File: config.mk
export PLATFORM = sky130hd
export DESIGN_NAME = RegFile_flat
export DESIGN_NICKNAME = d
export VERILOG_FILES = /design/src/hw/issuePkg.sv /design/src/hw/resultBusIf.sv /design/src/hw/RegFile.sv /design/src/flat_wrapper.sv
export SDC_FILE = /design/constraint.sdc
export NUM_CORES = 2
export LEC_CHECK = 0
export ABC_CLOCK_PERIOD_IN_PS = 3800
export BUFFER_PORTS_ARGS = -buffer_cell sky130_fd_sc_hd__buf_4
export CELL_PAD_IN_SITES_DETAIL_PLACEMENT = 0
export CELL_PAD_IN_SITES_GLOBAL_PLACEMENT = 1
export CORE_UTILIZATION = 28
export CTS_CLUSTER_DIAMETER = 50
export DETAILED_ROUTE_END_ITERATION = 12
export PLACE_DENSITY_LB_ADDON = 0.1
export SLEW_MARGIN = 20
export SYNTH_ARGS = -nofsm -noshare
export SYNTH_HDL_FRONTEND = slang
export SYNTH_SLANG_ARGS = --single-unit
File: constraint.sdc
create_clock -name clk -period 3.8 [get_ports clk]
set_input_delay 0.76 -clock clk [delete_from_list [all_inputs] [get_ports clk]]
set_output_delay 0.76 -clock clk [all_outputs]
set_load 0.05 [all_outputs]
File: src/hw/issuePkg.sv
package issuePkg;

    // Physical register tag, tag 0 is hardwired to zero
    typedef logic [5:0] Tag;

    // Program order sequence number, wraps around
    typedef logic [7:0] SqN;

    typedef logic [31:0] DataWord;

    typedef enum logic [2:0] {
        ADD,
        SUB,
        AND,
        XOR,
        MUL
    } Opcode;

    typedef enum logic {
        FU_INT,
        FU_MUL
    } FuncUnit;

    typedef struct packed {
        Tag tagA;
        logic availA;
        Tag tagB;
        logic availB;
        logic [15:0] imm;
        logic immB;
        Tag tagDst;
        SqN sqN;
        Opcode opcode;
        FuncUnit fu;
    } IssueUOp;

    // Issue to result, multiply path
    localparam int MUL_LATENCY = 3;

    // True when a is at or before b in program order
    function automatic logic seqOlderEq(input SqN a, input SqN b);
        SqN diff;
        diff = a - b;
        return $signed(diff) <= 0;
    endfunction

endpackage
File: src/hw/resultBusIf.sv
`timescale 1ns/1ps

interface resultBusIf;
    import issuePkg::*;

    logic valid;
    Tag tagDst;
    SqN sqN;
    DataWord value;

    modport producer (
        output valid,
        output tagDst,
        output sqN,
        output value
    );

    modport consumer (
        input valid,
        input tagDst,
        input sqN,
        input value
    );

endinterface

File: src/hw/RegFile.sv
`timescale 1ns/1ps

module RegFile (
    input logic clk,
    input logic rst,
    input issuePkg::Tag readTagA,
    input issuePkg::Tag readTagB,
    resultBusIf.consumer result,
    output issuePkg::DataWord readValueA,
    output issuePkg::DataWord readValueB
);
    import issuePkg::*;

    DataWord regs [64];

    function automatic DataWord readPort(input Tag tag);
        if (tag == '0) begin
            return '0;
        end
        // Bypass the write in flight
        if (result.valid && result.tagDst == tag) begin
            return result.value;
        end
        return regs[tag];
    endfunction

    assign readValueA = readPort(readTagA);
    assign readValueB = readPort(readTagB);

    always_ff @(posedge clk) begin
        if (rst) begin
            for (int i = 0; i < 64; i++) begin
                regs[i] <= '0;
            end
        end else if (result.valid && result.tagDst != '0) begin
            regs[result.tagDst] <= result.value;
        end
    end

endmodule

File: src/flat_wrapper.sv
// flat-port wrapper written by rule: the top's interface ports become plain ports
module RegFile_flat import issuePkg::*;
  (clk, rst, readTagA, readTagB, readValueA, readValueB, result_valid, result_tagDst, result_sqN, result_value);
  resultBusIf result_i ();
  input logic clk;
  input logic rst;
  input issuePkg::Tag readTagA;
  input issuePkg::Tag readTagB;
  output issuePkg::DataWord readValueA;
  output issuePkg::DataWord readValueB;
  input wire logic [$bits(result_i.valid)-1:0] result_valid;
  input wire logic [$bits(result_i.tagDst)-1:0] result_tagDst;
  input wire logic [$bits(result_i.sqN)-1:0] result_sqN;
  input wire logic [$bits(result_i.value)-1:0] result_value;
  assign result_i.valid = result_valid;
  assign result_i.tagDst = result_tagDst;
  assign result_i.sqN = result_sqN;
  assign result_i.value = result_value;
  RegFile u_core (.clk(clk), .rst(rst), .readTagA(readTagA), .readTagB(readTagB), .result(result_i), .readValueA(readValueA), .readValueB(readValueB));
endmodule
-- After elaboration in Yosys (flattened, before gate mapping)
Memories as Yosys holds them, arrays and structs flattened.
Index checks and enable logic that the tools add are counted.
- logic and storage cells: 32
- bits in writable memories: 2048
- memories: 1
- register bits after elaboration: 0
- bits of input ports: 61
- output and inout bits: 64
- memories (memory ; depth ; bits a word ; rd ports ; clocked after memory_dff ; write ports ; RTL line ; source):
    u_core.regs ; 64 ; 32 ; 2 ; 0 ; 64 ; RegFile.sv:14 ; DataWord regs [64];
- equality and inequality tests: 2
- muxes and demuxes: 22
- reduce and logical (&&, ||, !) cells: 7
- operators with widths (kind ; number):
    two-way mux 32 bit ; 9
    OR reduction 32 bit ; 1
    equality test 6 bit ; 2
    logical NOT 6 bit ; 2
    two-way mux 1 bit ; 12
    two-way mux 6 bit ; 1
    nonzero test 6 bit ; 1
    logical AND 1 bit ; 3

-- Depth between registers and ports, before layout
- depth in word-level cells: 7
- depth in mapped cells: 11
- depth with buffers taken out: 6

-- Worst setup path before layout
OpenSTA, ideal clock, no wires.
- kind: input to output
- from: input readTagB[3]
- to: output readValueB[21]
- stages: 9
- path slack: -0.193 ns
- required time: 3.040 ns
- arrival time: 3.233 ns
- buffers on the path: 3
- path through: buf_2 or3b_2 clkbuf_1 clkbuf_1 a21oi_1 nand3_1 nand4_1 a21oi_1 a211oi_1
- longest elaborated chain between the ends: 6
- elaborated cells between the ends (all ways): 10
- those cells by class: 1 x eq/ne; 6 x mux; 2 x reduce/logical; 1 x memory
- RTL lines (what ; RTL line ; source):
    start, declared ; flat_wrapper.sv:8 ; input issuePkg::Tag readTagB;
    parallel branches: the longest is 5 deep, another holds memory read (64 x 32 bit) ; -- ;
    two-way mux 32 bit (*) ; RegFile.sv:21 ; if (result.valid && result.tagDst == tag) begin
    end, declared ; flat_wrapper.sv:10 ; output issuePkg::DataWord readValueB;
Every way passes the cells marked *. The select of a mux whose other input is x is not followed.

==> results.sh <==
export IMPL_largest_register="u_core.regs"
export IMPL_hp_class="primary input to register"
export IMPL_synthMuxAreaShare_pct=21.6
export IMPL_slew_violations=0
export IMPL_grt_total_usage_pct=27.5
export IMPL_synthSimpleGateAreaFrac_pct=14.4
export IMPL_vdd_ir_drop_max_mv=0.374
export IMPL_die_area_um2=401000
export IMPL_syn_instance_count=8259
export IMPL_synth_compound_area_share_pct=5.14
export IMPL_postCtsHoldBufs=0
export IMPL_hold_viol=0
export IMPL_grt_pass1_vias=80300
export IMPL_synthArstFlopShare_pct=0
export IMPL_pre_cts_ws_ns=-1.18
export IMPL_p_switching_mw=20.1
export IMPL_fin_ws_ns=-0.457
export IMPL_nFillCells=37400
export IMPL_ys_top_cells_by_area="edfxtp_1 55%, mux2i_1 11%, and2_1 11%, mux4_2 10%, a22oi_1 3.0%"
export IMPL_grt_pass1_wl_um=743000
export IMPL_synth_top_area_cell="edfxtp_1"
export IMPL_synthXorXnorAreaFrac_pct=0.0943
export IMPL_crit_path_end_kind="output port"
export IMPL_sw_frac_of_total_pct=27.8
export IMPL_synth_fa_ha_area_share_pct=0
export IMPL_coreArea_um2=396000
export IMPL_crit_path_end="readValueA[29]"
export IMPL_clock_path_buffers=4
export IMPL_ff_latch_area_um2=61500
export IMPL_vias=79900
export IMPL_globalplace_congestion=0.877
export IMPL_initialDrtViolationCount=8607
export IMPL_cp_required_ns=3.04
export IMPL_crit_path_start_kind="register"
export IMPL_avgSynthCellArea_um2=13.5
export IMPL_cts_inserted_buffers=363
export IMPL_power_frac_seq_pct=37.0
export IMPL_die_w_um=633
export IMPL_status="complete, but fails checks"
export IMPL_area_growth_syn_to_layout_pct=35.1
export IMPL_internal_power_mw=52.1
export IMPL_die_y_um=633
export IMPL_setup_viol=64
export IMPL_initial_core_util_pct=28.1
export IMPL_postRouteAntennaNets=0
export IMPL_syn_area_um2=112000
export IMPL_fin_tns_setup_ns=-13.93
export IMPL_cp_startpoint="u_core.regs[57][29]$_SDFFCE_PN0P_"
export IMPL_p_leak_nw=56.6
export IMPL_crit_path_max_fanout=2
export IMPL_placed_area_um2=129000
export IMPL_io_buffers=116
export IMPL_synth_seq_cells=2048
export IMPL_combPwrFrac_pct=15.8
export IMPL_viasPerCell=5.29
export IMPL_drtPass1Iterations=6
export IMPL_fin_crit_ns=4.26
export IMPL_cts_tree="built"
export IMPL_hpwl_um=374000
export IMPL_slew_headroom_pct=30.5
export IMPL_violations="negative setup slack"
export IMPL_synth_edf_count=2048
export IMPL_maxCapViolations=0
export IMPL_rsz0062_at_grt="yes"
export IMPL_synth_flop_cell="edfxtp_1"
export IMPL_synth_top_family_by_area="multiplexers"
export IMPL_synth_top_area_share_pct=55.2
export IMPL_grt_max_degree=64
export IMPL_nNetsFinal=9583
export IMPL_clk_pin_slew_ns=0.06
export IMPL_ys_seq_area_share_pct=55.2
export IMPL_grt_remaining_overflow=0
export IMPL_power_density_nw_per_um2=479
export IMPL_period_share_pct=112
export IMPL_critical_path_class="register to output port"
export IMPL_avgRoutedWirePerCell_um=37.3
export IMPL_drive_above_1_share_pct=35.1
export IMPL_cts_htree_levels=5
export IMPL_dp_cells=14100
export IMPL_cts_sinks=2048
export IMPL_yosys_warnings=0
export IMPL_clockPowerShare_pct=47.2
export IMPL_max_freq_mhz=235
export IMPL_largest_reg_flops=2048
export IMPL_postLayoutCellArea_um2=151000
export IMPL_antenna_found_initial=62
export IMPL_drt_total_wl_um=563000
export IMPL_root_buffer="clkbuf_16"
export IMPL_cp_arrival_ns=3.50
export IMPL_synth_distinct_cells=46
export IMPL_layoutNonFillerInstCount=15100
export IMPL_drc=0
export IMPL_rows=231
export IMPL_reg_top3="u_core.regs (2048)"
export IMPL_tightest_slew_ns=1.04
export IMPL_io_pins=125
export IMPL_multiInputGateArea_um2=50000
==> layer usage <==
layer	track usage, %	vias to the layer above	wire (um)
li1	-	33800	-
met1	35.9	42300	235000
met2	44.7	3122	263000
met3	4.22	779	34300
met4	13.1	4	30700
met5	0	-	25
==> layout make-up <==
cell class / instances / area share (%)
flip-flops and latches: 2048 / 40.8
clock inverters: 279 / 2.18
repair buffers: 1754 / 13.2
clock buffers: 398 / 6.15
diodes: 38 / 0.0631
well taps: 5242 / 4.35
multi-input cells: 5355 / 33.2
==> layout by cell type (no fill, tap or decap), types with 215 or more instances in the layout <==
cell / count
a22oi_1: 338
and2_1: 2019
buf_12: 291
buf_4: 1044
buf_6: 268
clkbuf_16: 370
edfxtp_1: 2048
mux2i_1: 1195
mux4_2: 501
nand3_1: 215
==> worst min path at each step <==
stage | startpoint | slack [ns] | cells past startpoint | end
4_1_cts | rst | 0.22 | 1 | u_core.regs[0][28]$_SDFFCE_PN0P_
3_3_place_gp | rst | 1.25 | 1 | u_core.regs[0][5]$_SDFFCE_PN0P_
3_5_place_dp | rst | 1.25 | 1 | u_core.regs[0][5]$_SDFFCE_PN0P_
5_1_grt | rst | 0.26 | 1 | u_core.regs[0][28]$_SDFFCE_PN0P_
6_report | rst | 0.28 | 1 | u_core.regs[0][17]$_SDFFCE_PN0P_
2_1_floorplan | result_value[31] | 1.18 | 2 | u_core.regs[11][31]$_SDFFCE_PN0P_
==> stage by stage <==
| stage | util (%) | total power [mW] | hold WS (ns) |
|---|---|---|---|
| after detailed placement | 32.7 | 37.0 | 1.25 |
| after global placement | 32.7 | 36.9 | 1.25 |
| after floorplan | - | 31.3 | 1.18 |
| after CTS | 37.6 | 72.3 | 0.216 |
| final | 38.0 | 72.2 | 0.281 |
| after global routing | 38.0 | 73.8 | 0.259 |
==> critical path: stages (launching register included) <==
cell      delay, ns
edfxtp_1       0.44
mux4_2         0.56
mux4_2         0.53
nand2b_4       0.21
a211oi_4       0.40
buf_6          0.18
nor3_4         0.04
buf_6          0.16
==> logic make-up after synthesis <==
group,Yosys count
AO/OA/AOI/OAI,822
XOR/XNOR,12
buffers and inverters,887
flip-flops,2048
multiplexers,1777
other,1
AND/OR/NAND/NOR,2712
==> what timing repair did <==
item,4_1_cts,5_1_grt
cloned,36,4
buffers inserted,207,107
setup endpoints to repair,64,64
gates resized for setup,943,274
endpoints found under the hold margin,0,0
pin swaps,243,196
==> Yosys cell counts, types with 2 or more instances <==
cell type,instances
a22oi_1,447
buf_1,11
a31oi_1,4
nor2_1,125
nor2b_1,17
clkbuf_1,603
nand4_1,43
edfxtp_1,2048
mux4_1,7
mux2i_1,1270
buf_6,12
or3_1,4
xor2_1,4
buf_4,110
a211oi_1,47
nand3b_1,5
o21bai_1,18
o211ai_1,59
nand2_1,114
mux2_2,4
mux4_2,496
o21ai_0,36
or2_2,63
or3b_2,3
nor3_1,27
a221oi_1,36
nand2b_1,10
a22o_1,4
and2_1,2023
a21oi_1,153
buf_2,149
xnor2_1,8
a211oi_2,2
o22ai_1,15
nand3_1,271
==> power by group through the flow <==
stage	clock, mW	sequential, mW	combinational, mW
4_1_cts	34.5	26.7	11.1
5_1_grt	35.4	26.8	11.6
3_5_place_dp	0	27.1	9.87
2_1_floorplan	0	26.9	4.46
3_3_place_gp	0	27.0	9.88
6_report	34.1	26.7	11.4
No activity file was read; power rests on OpenSTA's default activity.
