--- config.mk ---
export PLATFORM = sky130hd
export DESIGN_NAME = ExecPipe_flat
export DESIGN_NICKNAME = d
export VERILOG_FILES = /design/src/hw/issuePkg.sv /design/src/hw/resultBusIf.sv /design/src/hw/ExecPipe.sv /design/src/flat_wrapper.sv
export SDC_FILE = /design/constraint.sdc
export NUM_CORES = 2
export LEC_CHECK = 0
export BUFFER_PORTS_ARGS = -buffer_cell sky130_fd_sc_hd__buf_4
export CAP_MARGIN = 15
export CORE_AREA = 3 3 236 180
export DETAILED_ROUTE_END_ITERATION = 6
export DIE_AREA = 0 0 239 183
export PLACE_DENSITY = 0.93
export SETUP_SLACK_MARGIN = 0.05
export SLEW_MARGIN = 5
export SYNTH_ARGS = -nofsm -noshare
export SYNTH_HDL_FRONTEND = slang
export SYNTH_SLANG_ARGS = --single-unit
--- constraint.sdc ---
create_clock -name clk -period 8.2 [get_ports clk]
set_input_delay 0.82 -clock clk [delete_from_list [all_inputs] [get_ports clk]]
set_output_delay 0.82 -clock clk [all_outputs]
set_load 0.01 [all_outputs]
--- src/hw/issuePkg.sv ---
package issuePkg;

    // Physical register tag, tag 0 is hardwired to zero
    typedef logic [5:0] Tag;

    // Program order sequence number, wraps around
    typedef logic [7:0] SqN;

    typedef logic [31:0] DataWord;

    typedef enum logic [2:0] {
        ADD,
        SUB,
        AND,
        XOR,
        MUL
    } Opcode;

    typedef enum logic {
        FU_INT,
        FU_MUL
    } FuncUnit;

    typedef struct packed {
        Tag tagA;
        logic availA;
        Tag tagB;
        logic availB;
        logic [15:0] imm;
        logic immB;
        Tag tagDst;
        SqN sqN;
        Opcode opcode;
        FuncUnit fu;
    } IssueUOp;

    // Issue to result, multiply path
    localparam int MUL_LATENCY = 3;

    // True when a is at or before b in program order
    function automatic logic seqOlderEq(input SqN a, input SqN b);
        SqN diff;
        diff = a - b;
        return $signed(diff) <= 0;
    endfunction

endpackage
--- src/hw/resultBusIf.sv ---
`timescale 1ns/1ps

interface resultBusIf;
    import issuePkg::*;

    logic valid;
    Tag tagDst;
    SqN sqN;
    DataWord value;

    modport producer (
        output valid,
        output tagDst,
        output sqN,
        output value
    );

    modport consumer (
        input valid,
        input tagDst,
        input sqN,
        input value
    );

endinterface

--- src/hw/ExecPipe.sv ---
`timescale 1ns/1ps

module ExecPipe (
    input logic clk,
    input logic rst,
    input logic issueValid,
    input issuePkg::IssueUOp issueUop,
    input issuePkg::DataWord readValueA,
    input issuePkg::DataWord readValueB,
    input logic branchValid,
    input issuePkg::SqN branchSqN,
    output issuePkg::Tag readTagA,
    output issuePkg::Tag readTagB,
    resultBusIf.producer result
);
    import issuePkg::*;

    localparam int LAST = MUL_LATENCY - 1;

    DataWord opA;
    DataWord opB;
    DataWord aluOut;

    logic intValid;
    Tag intTag;
    SqN intSqN;
    DataWord intValue;

    logic [MUL_LATENCY-1:0] mulValid;
    Tag mulTag [MUL_LATENCY];
    SqN mulSqN [MUL_LATENCY];
    DataWord mulValue [MUL_LATENCY];
    DataWord mulOpB;

    function automatic logic killed(input logic brValid, input SqN brSqN, input SqN s);
        return brValid && !seqOlderEq(s, brSqN);
    endfunction

    assign readTagA = issueUop.tagA;
    assign readTagB = issueUop.tagB;
    assign opA = readValueA;
    assign opB = issueUop.immB ? {16'b0, issueUop.imm} : readValueB;

    always_comb begin
        case (issueUop.opcode)
            ADD: aluOut = opA + opB;
            SUB: aluOut = opA - opB;
            AND: aluOut = opA & opB;
            XOR: aluOut = opA ^ opB;
            default: aluOut = '0;
        endcase
    end

    always_ff @(posedge clk) begin
        intValue <= aluOut;
        intTag <= issueUop.tagDst;
        intSqN <= issueUop.sqN;

        // Stage 0 latches operands, stage 1 multiplies, the rest just hold
        mulValue[0] <= opA;
        mulOpB <= opB;
        mulTag[0] <= issueUop.tagDst;
        mulSqN[0] <= issueUop.sqN;
        mulValue[1] <= mulValue[0] * mulOpB;
        for (int k = 2; k < MUL_LATENCY; k++) begin
            mulValue[k] <= mulValue[k - 1];
        end
        for (int k = 1; k < MUL_LATENCY; k++) begin
            mulTag[k] <= mulTag[k - 1];
            mulSqN[k] <= mulSqN[k - 1];
        end

        if (rst) begin
            intValid <= 1'b0;
            mulValid <= '0;
        end else begin
            intValid <= issueValid && issueUop.fu == FU_INT &&
                !killed(branchValid, branchSqN, issueUop.sqN);
            mulValid[0] <= issueValid && issueUop.fu == FU_MUL &&
                !killed(branchValid, branchSqN, issueUop.sqN);
            for (int k = 1; k < MUL_LATENCY; k++) begin
                mulValid[k] <= mulValid[k - 1] && !killed(branchValid, branchSqN, mulSqN[k - 1]);
            end
        end
    end

    // Queue reservation keeps both paths from landing together
    assign result.valid = (mulValid[LAST] && !killed(branchValid, branchSqN, mulSqN[LAST])) ||
        (intValid && !killed(branchValid, branchSqN, intSqN));
    assign result.tagDst = mulValid[LAST] ? mulTag[LAST] : intTag;
    assign result.sqN = mulValid[LAST] ? mulSqN[LAST] : intSqN;
    assign result.value = mulValid[LAST] ? mulValue[LAST] : intValue;

endmodule

--- src/flat_wrapper.sv ---
// flat-port wrapper written by rule: the top's interface ports become plain ports
module ExecPipe_flat import issuePkg::*;
  (clk, rst, issueValid, issueUop, readValueA, readValueB, branchValid, branchSqN, readTagA, readTagB, result_valid, result_tagDst, result_sqN, result_value);
  resultBusIf result_i ();
  input logic clk;
  input logic rst;
  input logic issueValid;
  input issuePkg::IssueUOp issueUop;
  input issuePkg::DataWord readValueA;
  input issuePkg::DataWord readValueB;
  input logic branchValid;
  input issuePkg::SqN branchSqN;
  output issuePkg::Tag readTagA;
  output issuePkg::Tag readTagB;
  output wire logic [$bits(result_i.valid)-1:0] result_valid;
  output wire logic [$bits(result_i.tagDst)-1:0] result_tagDst;
  output wire logic [$bits(result_i.sqN)-1:0] result_sqN;
  output wire logic [$bits(result_i.value)-1:0] result_value;
  assign result_valid = result_i.valid;
  assign result_tagDst = result_i.tagDst;
  assign result_sqN = result_i.sqN;
  assign result_value = result_i.value;
  ExecPipe u_core (.clk(clk), .rst(rst), .issueValid(issueValid), .issueUop(issueUop), .readValueA(readValueA), .readValueB(readValueB), .branchValid(branchValid), .branchSqN(branchSqN), .readTagA(readTagA), .readTagB(readTagB), .result(result_i));
endmodule
=== After elaboration in Yosys (flattened, before gate mapping) ===
Memories as Yosys holds them, arrays and structs flattened.
Cells that the tools add are included.
Widths: inputs -> output; s select.

* Flip-flop bits (word level): 82
* Memory bits (writable): 138
* Input bits: 125
* Output and inout port bits: 59
* Logic and storage cells: 58
* Memories kept: 3

{| class="wikitable"
|+ Memories
! memory !! words !! bits a word !! read ports !! clocked after memory_dff !! wr ports !! line !! RTL
|-
| u_core.mulValue || 3 || 32 || 3 || 0 || 3 || ExecPipe.sv:32 || <nowiki>DataWord mulValue [MUL_LATENCY];</nowiki>
|-
| u_core.mulSqN || 3 || 8 || 3 || 0 || 3 || ExecPipe.sv:31 || <nowiki>SqN mulSqN [MUL_LATENCY];</nowiki>
|-
| u_core.mulTag || 3 || 6 || 3 || 0 || 3 || ExecPipe.sv:30 || <nowiki>Tag mulTag [MUL_LATENCY];</nowiki>
|}

* Add/subtract/negate cells: 7
* Multipliers: 1
* $lt $le $gt $ge: 5
* Equal/unequal tests: 3
* Mux-type cells: 5
* Bitwise operators: 3
* Reductions and logical operators: 25

{| class="wikitable"
|+ Operators with widths
! operator !! number
|-
| $pmux 32 s4 || 1
|-
| $mux 32 || 2
|-
| $le 8x1->1 const B || 5
|-
| $sub 8x8->8 || 5
|-
| $add 32x32->32 || 1
|-
| $and 32x32->32 || 1
|-
| $mul 32x32->32 || 1
|-
| $sub 32x32->32 || 1
|-
| $xor 32x32->32 || 1
|-
| $logic_and 1x1->1 || 13
|-
| $logic_not 1->1 || 10
|-
| $mux 8 || 1
|-
| $eq 3x2->1 const B || 2
|-
| $mux 6 || 1
|-
| $eq 3x1->1 const B || 1
|-
| $logic_not 3->1 || 1
|-
| $logic_or 1x1->1 || 1
|-
| $not 1->1 || 1
|}

=== Depth between registers and ports, before layout ===
* Depth after elaboration: 7
* Mapped depth: 27

=== Worst setup path after synthesis ===
No wires, ideal clock.

* Path type: register to register
* Start point: register u_core.mulOpB[4]
* End point: memory u_core.mulValue[0][63] in the netlist's numbering
* Arrival: 6776 ps
* Data required time: 8128 ps
* Path slack: 1351 ps
* Cell stages (with the launch flop): 25
* Clock period less this slack: 6849 ps
* Cells stage by stage: dfxtp_1 -> clkbuf_1 -> clkbuf_1 -> and2_1 -> fa_1 -> inv_1 -> fa_1 -> fa_1 -> fa_1 -> inv_1 -> fa_1 -> inv_1 -> fa_1 -> inv_1 -> fa_1 -> fa_1 -> ha_1 -> a21oi_1 -> o21ai_1 -> a22o_1 -> a2111oi_1 -> o21ai_1 -> or3_1 -> a21oi_1 -> xnor2_1

{| class="wikitable"
|+ RTL lines
! item !! line !! RTL
|-
| from (decl) || ExecPipe.sv:33 || <nowiki>DataWord mulOpB;</nowiki>
|-
| from (signal assigned) || ExecPipe.sv:61 || <nowiki>mulOpB <= opB;</nowiki>
|-
| to (decl) || ExecPipe.sv:32 ||
|}

==> impl_metrics.ini <==
[grt]
met1_usage_pct = 44.7
antenna_found_initial = 4
first_global_vias = 21720
grt_busiest_layer = met2
grt_max_degree = 48
grt_pass1_wl_um = 115000
grt_use_met3_pct = 7.49
grtUsageMet2_pct = 53.3
grt_usage_pct = 33.8
grt_overflow = 0

[clocking]
cts_inserted_buffers = 18
cts_tree = done
worstSkewPairLatency_ns = 0.51
ctsHoldBuffers = 0
cts.clk_slew.worst_paths_ns = 0.07
post_cts_resized = 0
cts-root-buf = clkbuf_16
clk_path_buf_depth = 3
cts_setup_buffers = 0
cts_sinks = 206
htree_levels = 1

[yosys]
synth_seq_area_share_pct = 16.2
yosysWarningCount = 0
yosys-top-cells-area = fa_1 33%, dfxtp_1 16%, ha_1 11%
synth_ff_type = dfxtp_1
synthArstFlopShare_pct = 0
syn_nets = 3442
netlist_area_sq_mm = 0.0254
synth_edf_count = 0
synthCells = 2689
synth_top_cell_area_share_pct = 32.6
postSynthAreaPerCell_sq_um = 9.45
synth_seq_cells = 206
synth_top_cell_by_area = fa_1
synth.distinct_cells = 73

[drt]
vias_per_cell = 6.01
routedWlPerCell_um = 21.6
drt_pass1_iterations = 6
drtIter0Drc = 1909
ant_nets = 0
drc = 0
vias = 19986
routed_wl_um = 71800

[layout]
area_growth_pct = 8.91
stdcell_count = 3324
final_nets = 3537
final_common_cell = inv_1
diodes = 0
drive_above_1_share_pct = 10.8
n_fill_cell = 2878
layout_common_cells = 439 x inv_1, 413 x fa_1, 298 x and2_1

[placement]
dpl_worst_slack_ns = 0.686
dp_hpwl_um = 57900
io_buffers = 157
place_congestion = 0.967
dp.cells = 3292

[sta]
whs_ns = 0.325
setup_viol = 0
tightest_slew_ns = 1.01
slew_headroom_pct = 32.8
finalHoldViolCount = 0
fmax_ghz = 0.131
timing.final.crit_share_pct = 93.3
rsz0062_at_grt = no
fin_crit_ns = 7.65
finalSetupTns_ns = 0
clock_skew_ns = 0.0164
layout_setup_ws_ns = 0.547
finalMaxSlewViolations = 0

[outcome]
outcome = complete, no violations

[critical_path]
required_ns = 8.63
endpoint_kind = flip-flop
critPathMaxFanout = 18
path_class = flip-flop to flip-flop
cp.arrival_ns = 8.09
worstSetupStartpointType = flip-flop

[floorplan]
dieHeight_um = 183
die_w_um = 239
ios = 184
die-area_sq_mm = 0.0437
coreArea_sq_mm = 0.0405
row_count = 64
start_util_pct = 62.7

[run]
cap_violations = 0

[worst_hold_path]
hold_class = flip-flop to flip-flop
flip-flops by register name, summed over array words and instances, names as in the netlist:
name / flops
u_core.mulValid: 3
u_core.mulOpB: 32
u_core.intTag: 5
u_core.intSqN: 7
u_core.intValue: 32
u_core.mulTag: 13
u_core.mulSqN: 17
u_core.mulValue: 96
u_core.intValid: 1
logic make-up (layout without fill, tap and decap cells):
family          count (synthesis)  count (layout)  synth area share [%]
simple gates                  777             777                  15.8
fa+ha+maj                     628             628                  43.1
buf+inv                       563             670                  8.61
compound gates                261             261                  6.62
flops                         206             206                  16.2
xor+xnor                      162             162                  5.62
mux                            92              92                  3.96
worst paths after layout:
kind | from | endpoint | slack, ns | cells after the start
worst min-delay path | u_core.mulValue[0][62]$_DFF_P_ | u_core.mulValue[0][94]$_DFF_P_ | 0.32 | 0
worst max register to register | u_core.mulOpB[2]$_DFF_P_ | u_core.mulValue[0][63]$_DFF_P_ | 0.55 | 23
worst min register to register | u_core.mulValue[0][62]$_DFF_P_ | u_core.mulValue[0][94]$_DFF_P_ | 0.32 | 0
worst max-delay path | u_core.mulOpB[2]$_DFF_P_ | u_core.mulValue[0][63]$_DFF_P_ | 0.55 | 23
critical path: stages, from the launching register on:
cell and delay, ns:
dfxtp_1 0.81, and2_1 0.28, fa_1 0.40, inv_1 0.08, fa_1 0.43, fa_1 0.50
fa_1 0.56, inv_1 0.06, fa_1 0.51, inv_1 0.07, fa_1 0.56, inv_1 0.06
fa_1 0.49, fa_1 0.42, ha_1 0.35, a21oi_1 0.24, o21ai_1 0.19, a22o_1 0.25
a2111oi_1 0.39, buf_4 0.19, o21ai_1 0.10, or3_1 0.31, a21oi_1 0.17, xnor2_1 0.14
routing by layer:
metal | part of all wire [%] | vias up
met5 | 0.043 | -
met4 | 5.8 | 4
met1 | 38 | 9833
met2 | 45 | 1328
met3 | 11 | 311
li1 | - | 8510
through the flow:
stage	utilization (%)	instance area, sq um
after floorplan	-	25400
after global placement	66.7	27000
after detailed placement	66.7	27000
after CTS	68.3	27700
after global routing	68.3	27700
final	68.3	27700
layout make-up:
| class | instances | area, sq um | area share [%] |
|---|---|---|---|
| multi-input combinational | 1920 | 19100 | 69.0 |
| sequential | 206 | 4130 | 14.9 |
| clock buffer | 21 | 493 | 1.78 |
| timing repair buffer | 198 | 1490 | 5.37 |
| clock inverter | 11 | 156 | 0.565 |
| tap | 528 | 661 | 2.39 |
| inverter | 440 | 1650 | 5.97 |
synthesized netlist by cell type (5+ instances only):
cell type	number
a211oi_1	24
a21o_1	29
a21oi_1	70
a31oi_1	7
and2_1	298
and3_1	6
buf_1	11
buf_4	13
clkbuf_1	95
dfxtp_1	206
fa_1	413
ha_1	215
inv_1	439
mux2_2	54
mux2i_1	36
nand2_1	282
nand2b_1	12
nand3_1	7
nand4_1	8
nor2_1	70
nor2b_1	33
nor3_1	21
nor3b_1	5
o211ai_1	6
o21a_1	9
o21ai_0	51
o21ai_1	11
o21bai_1	10
or3_1	9
xnor2_1	112
xor2_1	49
Power is not shown: default switching activity piles up to over one toggle a cycle in this logic, so the estimate is an artifact.
