`src/hw/issuePkg.sv`:
```
package issuePkg;

    // Physical register tag, tag 0 is hardwired to zero
    typedef logic [5:0] Tag;

    // Program order sequence number, wraps around
    typedef logic [7:0] SqN;

    typedef logic [31:0] DataWord;

    typedef enum logic [2:0] {
        ADD,
        SUB,
        AND,
        XOR,
        MUL
    } Opcode;

    typedef enum logic {
        FU_INT,
        FU_MUL
    } FuncUnit;

    typedef struct packed {
        Tag tagA;
        logic availA;
        Tag tagB;
        logic availB;
        logic [15:0] imm;
        logic immB;
        Tag tagDst;
        SqN sqN;
        Opcode opcode;
        FuncUnit fu;
    } IssueUOp;

    // Issue to result, multiply path
    localparam int MUL_LATENCY = 3;

    // True when a is at or before b in program order
    function automatic logic seqOlderEq(input SqN a, input SqN b);
        SqN diff;
        diff = a - b;
        return $signed(diff) <= 0;
    endfunction

endpackage
```
`src/hw/resultBusIf.sv`:
```
`timescale 1ns/1ps

interface resultBusIf;
    import issuePkg::*;

    logic valid;
    Tag tagDst;
    SqN sqN;
    DataWord value;

    modport producer (
        output valid,
        output tagDst,
        output sqN,
        output value
    );

    modport consumer (
        input valid,
        input tagDst,
        input sqN,
        input value
    );

endinterface

```
`src/hw/IssueQueue.sv`:
```
`timescale 1ns/1ps

module IssueQueue #(
    parameter int QUEUE_SIZE = 8,
    parameter int DISPATCH_WIDTH = 2
) (
    input logic clk,
    input logic rst,
    input logic [DISPATCH_WIDTH-1:0] dispatchValid,
    input issuePkg::IssueUOp dispatchUop [DISPATCH_WIDTH],
    input logic branchValid,
    input issuePkg::SqN branchSqN,
    resultBusIf.consumer result,
    output logic full,
    output logic issueValid,
    output issuePkg::IssueUOp issueUop
);
    import issuePkg::*;

    localparam int IDX_W = $clog2(QUEUE_SIZE);

    // Entries in age order, oldest at index 0
    IssueUOp queue [QUEUE_SIZE];
    logic [IDX_W:0] insertIndex;
    logic [MUL_LATENCY-2:0] reservedWbs;
    logic [MUL_LATENCY-2:0] wbNext;

    logic [QUEUE_SIZE-1:0] readyA;
    logic [QUEUE_SIZE-1:0] readyB;
    logic issueFound;
    logic doIssue;
    logic [IDX_W-1:0] issueIdx;
    logic [IDX_W:0] flushIndex;

    logic [IDX_W:0] laneCount;
    logic [IDX_W:0] acceptCount;
    logic [IDX_W:0] laneSlot [DISPATCH_WIDTH];
    IssueUOp laneUop [DISPATCH_WIDTH];

    // Wakeup from the result bus
    always_comb begin
        for (int i = 0; i < QUEUE_SIZE; i++) begin
            readyA[i] = queue[i].availA ||
                (result.valid && queue[i].tagA == result.tagDst);
            readyB[i] = queue[i].availB || queue[i].immB ||
                (result.valid && queue[i].tagB == result.tagDst);
        end
    end

    // Oldest ready entry wins
    always_comb begin
        issueFound = 1'b0;
        issueIdx = '0;
        for (int i = 0; i < QUEUE_SIZE; i++) begin
            if (!issueFound && i < int'(insertIndex) && readyA[i] && readyB[i] &&
                    !(queue[i].fu == FU_INT && reservedWbs[0])) begin
                issueFound = 1'b1;
                issueIdx = IDX_W'(i);
            end
        end
    end

    assign doIssue = issueFound && !branchValid;

    // A multiply claims the result bus slot two cycles ahead
    always_comb begin
        wbNext = reservedWbs >> 1;
        if (doIssue && queue[issueIdx].fu == FU_MUL) begin
            wbNext[MUL_LATENCY-2] = 1'b1;
        end
    end

    // Keep everything at or before the branch
    always_comb begin
        flushIndex = '0;
        for (int i = 0; i < QUEUE_SIZE; i++) begin
            if (i < int'(insertIndex) && seqOlderEq(queue[i].sqN, branchSqN)) begin
                flushIndex = (IDX_W + 1)'(i + 1);
            end
        end
    end

    always_comb begin
        logic [IDX_W:0] slot;
        slot = insertIndex - {{IDX_W{1'b0}}, doIssue};
        laneCount = '0;
        for (int l = 0; l < DISPATCH_WIDTH; l++) begin
            laneSlot[l] = slot;
            laneUop[l] = dispatchUop[l];
            // Source may be on the bus right now
            if (result.valid && dispatchUop[l].tagA == result.tagDst) begin
                laneUop[l].availA = 1'b1;
            end
            if (result.valid && dispatchUop[l].tagB == result.tagDst) begin
                laneUop[l].availB = 1'b1;
            end
            if (dispatchValid[l]) begin
                slot = slot + 1'b1;
                laneCount = laneCount + 1'b1;
            end
        end
        full = int'(insertIndex) + int'(laneCount) > QUEUE_SIZE;
        acceptCount = full ? '0 : laneCount;
    end

    always_ff @(posedge clk) begin
        for (int i = 0; i < QUEUE_SIZE; i++) begin
            queue[i].availA <= readyA[i];
            queue[i].availB <= readyB[i];
        end

        if (rst) begin
            insertIndex <= '0;
            reservedWbs <= '0;
            issueValid <= 1'b0;
        end else if (branchValid) begin
            insertIndex <= flushIndex;
            reservedWbs <= wbNext;
            // Strobe ends, younger ops on the output are dropped in ExecPipe too
            issueValid <= 1'b0;
        end else begin
            reservedWbs <= wbNext;
            issueValid <= doIssue;
            if (doIssue) begin
                issueUop <= queue[issueIdx];
                issueUop.availA <= 1'b1;
                issueUop.availB <= 1'b1;
                for (int j = 0; j < QUEUE_SIZE - 1; j++) begin
                    if (j >= int'(issueIdx)) begin
                        queue[j] <= queue[j + 1];
                        queue[j].availA <= readyA[j + 1];
                        queue[j].availB <= readyB[j + 1];
                    end
                end
            end
            if (!full) begin
                for (int l = 0; l < DISPATCH_WIDTH; l++) begin
                    if (dispatchValid[l]) begin
                        queue[laneSlot[l][IDX_W-1:0]] <= laneUop[l];
                    end
                end
            end
            insertIndex <= insertIndex - {{IDX_W{1'b0}}, doIssue} + acceptCount;
        end
    end

endmodule

```
`src/flat_wrapper.sv`:
```
// flat-port wrapper written by rule: the top's interface ports become plain ports
module IssueQueue_flat import issuePkg::*;
#(
    parameter int QUEUE_SIZE = 8,
    parameter int DISPATCH_WIDTH = 2
)
  (clk, rst, dispatchValid, dispatchUop, branchValid, branchSqN, full, issueValid, issueUop, result_valid, result_tagDst, result_sqN, result_value);
  resultBusIf result_i ();
  input logic clk;
  input logic rst;
  input logic [DISPATCH_WIDTH-1:0] dispatchValid;
  input issuePkg::IssueUOp dispatchUop[DISPATCH_WIDTH];
  input logic branchValid;
  input issuePkg::SqN branchSqN;
  output logic full;
  output logic issueValid;
  output issuePkg::IssueUOp issueUop;
  input wire logic [$bits(result_i.valid)-1:0] result_valid;
  input wire logic [$bits(result_i.tagDst)-1:0] result_tagDst;
  input wire logic [$bits(result_i.sqN)-1:0] result_sqN;
  input wire logic [$bits(result_i.value)-1:0] result_value;
  assign result_i.valid = result_valid;
  assign result_i.tagDst = result_tagDst;
  assign result_i.sqN = result_sqN;
  assign result_i.value = result_value;
  IssueQueue #(.QUEUE_SIZE(QUEUE_SIZE), .DISPATCH_WIDTH(DISPATCH_WIDTH)) u_core (.clk(clk), .rst(rst), .dispatchValid(dispatchValid), .dispatchUop(dispatchUop), .branchValid(branchValid), .branchSqN(branchSqN), .result(result_i), .full(full), .issueValid(issueValid), .issueUop(issueUop));
endmodule
```
`config.mk`:
```
export PLATFORM = sky130hd
export DESIGN_NAME = IssueQueue_flat
export DESIGN_NICKNAME = d
export VERILOG_FILES = /design/src/hw/issuePkg.sv /design/src/hw/resultBusIf.sv /design/src/hw/IssueQueue.sv /design/src/flat_wrapper.sv
export SDC_FILE = /design/constraint.sdc
export NUM_CORES = 2
export LEC_CHECK = 0
export BUFFER_PORTS_ARGS = -buffer_cell sky130_fd_sc_hd__buf_2
export CAP_MARGIN = 0
export CORE_ASPECT_RATIO = 1.1
export CORE_UTILIZATION = 30
export DETAILED_ROUTE_END_ITERATION = 7
export HOLD_SLACK_MARGIN = 0.1
export MAX_ROUTING_LAYER = met4
export PLACE_DENSITY = 0.47
export SYNTH_ARGS = -nofsm -noshare
export SYNTH_HDL_FRONTEND = slang
export SYNTH_SLANG_ARGS = --single-unit
```
`constraint.sdc`:
```
create_clock -name clk -period 10.85 [get_ports clk]
set_input_delay 1.6275 -clock clk [delete_from_list [all_inputs] [get_ports clk]]
set_output_delay 1.6275 -clock clk [all_outputs]
set_load 0.01 [all_outputs]
```
Word-level counts from Yosys, hierarchy flattened
Memories as Yosys holds them, arrays and structs flattened.
Index checks and enable logic that the tools add are counted.

word-level totals
  register bits after elaboration = 54
  bits in writable memories = 392
  input port bits = 158
  output and inout port bits = 51
  memories = 1

operators by class
  add/sub/neg operators = 13
  $lt $le $gt $ge = 24
  equal/unequal tests = 20
  multiplexer cells = 106
  bitwise gates (word level) = 38
  reduce and logical (&&, ||, !) cells = 111

memory list
  name          depth  width  rd ports  clocked after memory_dff  wr ports  line              source
  u_core.queue  8      49     9         0                         10        IssueQueue.sv:23  IssueUOp queue [QUEUE_SIZE];

operators by type and width
  operator             number
  $eq 6x6->1           20
  $mux 1               89
  $logic_and 1x1->1    69
  $le 8x1->1 const B   8
  $sub 8x8->8          8
  $gt 32x5->1 const B  1
  $mux 3               9
  $logic_or 1x1->1     24
  $logic_not 1->1      16
  $lt 3x4->1 const A   4
  $mux 4               4
  $or 1x1->1           14
  $or 1x1->1 const A   14
  $not 1->1            10
  $ge 3x3->1 const A   3
  $lt 1x4->1 const A   2
  $lt 2x4->1 const A   2
  $mux 2               4
  $ge 1x3->1 const A   2
  $ge 2x3->1 const A   2
  $add 4x4->5          1
  $add 4x4->4          1
  $sub 4x1->4          1
  $add 3x1->3 const B  1
  3 further kinds      3

Logic depth before layout (Yosys ltp)
An unclocked memory read counts as a cell.

  depth in word-level cells = 58
  mapped depth = 21
  depth with buffers taken out = 17

Worst setup path before layout
No wires, ideal clock.

  path type = input to register
  start = input port result_tagDst[3]
  end = memory u_core.queue[2][0] in the netlist's numbering, enable pin
  library setup time = 0.405 ns
  arrival = 6.282 ns
  slack = 4.162 ns
  cell stages on the path = 18
  cell sequence = buf_4 -> xor2_1 -> o41ai_2 -> and3_1 -> nand2b_1 -> buf_2 -> nor2_1 -> a21oi_1 -> ha_1 -> xor2_1 -> ha_1 -> nand2_1 -> xnor2_1 -> nand2b_1 -> nor2_1 -> clkbuf_1 -> nor2_1 -> nand2_1

RTL lines
  element      line                source
  from (decl)  flat_wrapper.sv:19  input wire logic [$bits(result_i.tagDst)-1:0] result_tagDst;
  to (decl)    IssueQueue.sv:23

==> results.sh <==
export IMPL_finalHoldViolations=0
export IMPL_post_cts_setup_buffers=0
export IMPL_rows=119
export IMPL_synth_edf_count=423
export IMPL_cts_resized=0
export IMPL_dp_hpwl_um=69200
export IMPL_die_width_um=300
export IMPL_crit_arrival_ps=7700
export IMPL_cts_buffers=53
export IMPL_holdPathStages=1
export IMPL_ys_seq_area_frac=0.450
export IMPL_synth_common_cells="edfxtp_1 (423), nand2_1 (316), o21ai_0 (275)"
export IMPL_grt_max_degree=69
export IMPL_yosysTopAreaCell="edfxtp_1"
export IMPL_die_area_um2=98800
export IMPL_tritoncts="yes"
export IMPL_tightest_slew_ps=1270
export IMPL_synth_seq_cells=446
export IMPL_drive_gt1_frac=0.132
export IMPL_initial_utilization=0.304
export IMPL_wire_per_inst_um=28.5
export IMPL_area_delta_synth_final_pct=10.5
export IMPL_fin_cells=4280
export IMPL_cts_num_sinks=446
export IMPL_antenna_found_initial=19
export IMPL_ff2ff_setup_slack_ps=4430
export IMPL_synth_main_ff_cell="edfxtp_1"
export IMPL_synth_top_cells_by_area="edfxtp_1 (43%), o21ai_0 (4.7%), nand2_1 (4.1%), and3_1 (4.0%), a21oi_1 (4.0%)"
export IMPL_p_leak_nw=11.9
export IMPL_fmax_mhz=134
export IMPL_grt_ovfl_total=0
export IMPL_drc_errors=0
export IMPL_cts_hold_buf=0
export IMPL_synthArstFlopShare=0
export IMPL_ys_warn_count=0
export IMPL_grt_usage=0.247
export IMPL_drv_cap=0
export IMPL_worstSkewPairLatency_ps=650
export IMPL_ys_types=80
export IMPL_antenna_left=0
export IMPL_worstSetupStartpointType="input pin"
export IMPL_clockBufferDepth=3
export IMPL_yosysMostFrequentCell="edfxtp_1"
export IMPL_cp_max_fo=47
export IMPL_via_per_inst=5.82
export IMPL_grt_setup_unrepaired="no"
export IMPL_holdPathEnd="u_core.reservedWbs[0]"
export IMPL_powerDensity_nw_per_um2=279
export IMPL_root_buffer="clkbuf_16"
export IMPL_netlist_area_um2=29300
export IMPL_firstDrtPassIters=6
export IMPL_port_buffers=166
export IMPL_ctsHtreeMaxLevel=2
export IMPL_core_um2=96200
export IMPL_rr_endpoint="u_core.queue[3][48]"
export IMPL_clk_pin_slew_ps=60
export IMPL_synth_cells=3026
export IMPL_vias=24900
export IMPL_setup_viol=0
export IMPL_hp_start="u_core.reservedWbs[1]"
export IMPL_status="finished clean"
export IMPL_crit_path_end_kind="register"
export IMPL_rr_worst_depth=16
export IMPL_synth_top_area_frac=0.434
export IMPL_power_frac_comb=0.467
export IMPL_maxSlewHeadroom=0.151
export IMPL_worstPathRequired_ps=11080
export IMPL_nNetsFinal=3185
export IMPL_grt_pass1_vias=24400
export IMPL_drt_iter0_drc=2870
export IMPL_die_height_um=330
export IMPL_min_period_ps=7470
export IMPL_syn_area_per_cell_um2=9.68
export IMPL_p_int_mw=5.11
export IMPL_ir_drop_v=0.000229
export IMPL_rr_startpoint="u_core.insertIndex[1]"
export IMPL_switchingPower_mw=3.93
export IMPL_numPlacedInstances=4168
export IMPL_finalMaxSlewViolations=0
export IMPL_finalSetupTns_ps=0
export IMPL_post_route_period_util=0.688
export IMPL_io_pins=209
export IMPL_swShare=0.435
export IMPL_pwr_share_seq=0.333
export IMPL_min_path_type="reg2reg"
export IMPL_criticalPathCategory="in2reg"
export IMPL_finClkSkew_ps=36.6
export IMPL_drt_wl_total_um=122000
export IMPL_p_clk_frac=0.201
export IMPL_place_gp_congestion=0.845
export IMPL_cp_startpoint="result_tagDst[2]"
export IMPL_grt_pass1_wl_um=174000
==> power groups by stage <==
stage	clock network, mW	registers, mW	logic, mW
after floorplan	0	2.95	2.77
after global placement	0	3.03	4.16
after detailed placement	0	3.03	4.18
after CTS	1.84	3.00	4.20
after global routing	1.90	3.05	4.51
final	1.81	3.01	4.22
==> placed cells by master (no fill, tap or decap), types with 52 or more instances in the layout <==
| master | instances |
|---|---|
| nor2_1 | 105 |
| ha_1 | 64 |
| inv_1 | 110 |
| o21ai_0 | 275 |
| clkbuf_16 | 54 |
| and3_1 | 189 |
| xor2_1 | 90 |
| nand2_1 | 314 |
| a221oi_1 | 53 |
| buf_2 | 166 |
| nand3_1 | 56 |
| edfxtp_1 | 423 |
| mux2i_1 | 103 |
| a31oi_1 | 52 |
| xnor2_1 | 69 |
| a21oi_1 | 231 |
==> logic make-up after synthesis <==
group                      after synthesis  synth area share
DFF                                    446             0.450
and+or+nand+nor                        804             0.133
other                                    1          0.000128
AOI/OAI and AO/OA                      983             0.228
buffers and inverters                  453            0.0705
xor gates and xnor gates               160            0.0481
muxes                                  105            0.0360
adders and majority gates               74            0.0342
==> worst max-delay path: stages <==
cell	delay [ps]
buf_2	310
buf_4	340
xnor2_1	150
nand4_1	120
o41ai_2	590
and3_1	330
nand2b_1	390
nor2_1	120
a21oi_1	220
ha_1	190
xor2_1	140
buf_4	230
ha_1	170
nand2_1	60
xnor2_1	440
nand2b_1	240
nor2_4	910
or3_4	1060
==> through the flow <==
stage	hold slack [ps]	setup WS, ps	instance area (um^2)	utilization	power (mW)
after global routing	484	2980	32400	0.336	9.46
after CTS	444	3390	32300	0.336	9.04
after detailed placement	440	2730	30600	0.319	7.21
after global placement	430	2830	30600	0.319	7.19
final	442	3380	32400	0.336	9.03
after floorplan	414	4160	29300	-	5.72
==> area by class of cell <==
class	count	area, um^2
clock buffer	69	1420
tap	1270	1590
multi-input combinational	2128	14300
clock inverter	29	259
sequential	446	13200
timing repair buffer	212	1180
antenna	14	35.0
fill	9929	63800
inverter	112	420
==> registers in the layout (all words and copies together) (netlist names) <==
name / cells
u_core.reservedWbs: 2
u_core.insertIndex: 4
u_core.issueUop: 47
u_core.issueValid: 1
u_core.queue: 392
==> worst max path at each step <==
stage	endpoint	cells after the start
detailed placement	u_core.queue[3][34]	18
global route	u_core.queue[3][48]	18
global placement	u_core.queue[3][34]	18
finish	u_core.queue[3][48]	18
CTS	u_core.queue[3][48]	18
floorplan	u_core.queue[2][0]	18
==> per-layer routing <==
metal  wire [um]  share of wire  global-route usage
met2       58700           0.48               0.408
met5           0              0                   -
met1       50200           0.41               0.311
met4        3760          0.031              0.0792
met3        9300          0.076              0.0365
No activity file was read; power rests on OpenSTA's default activity.
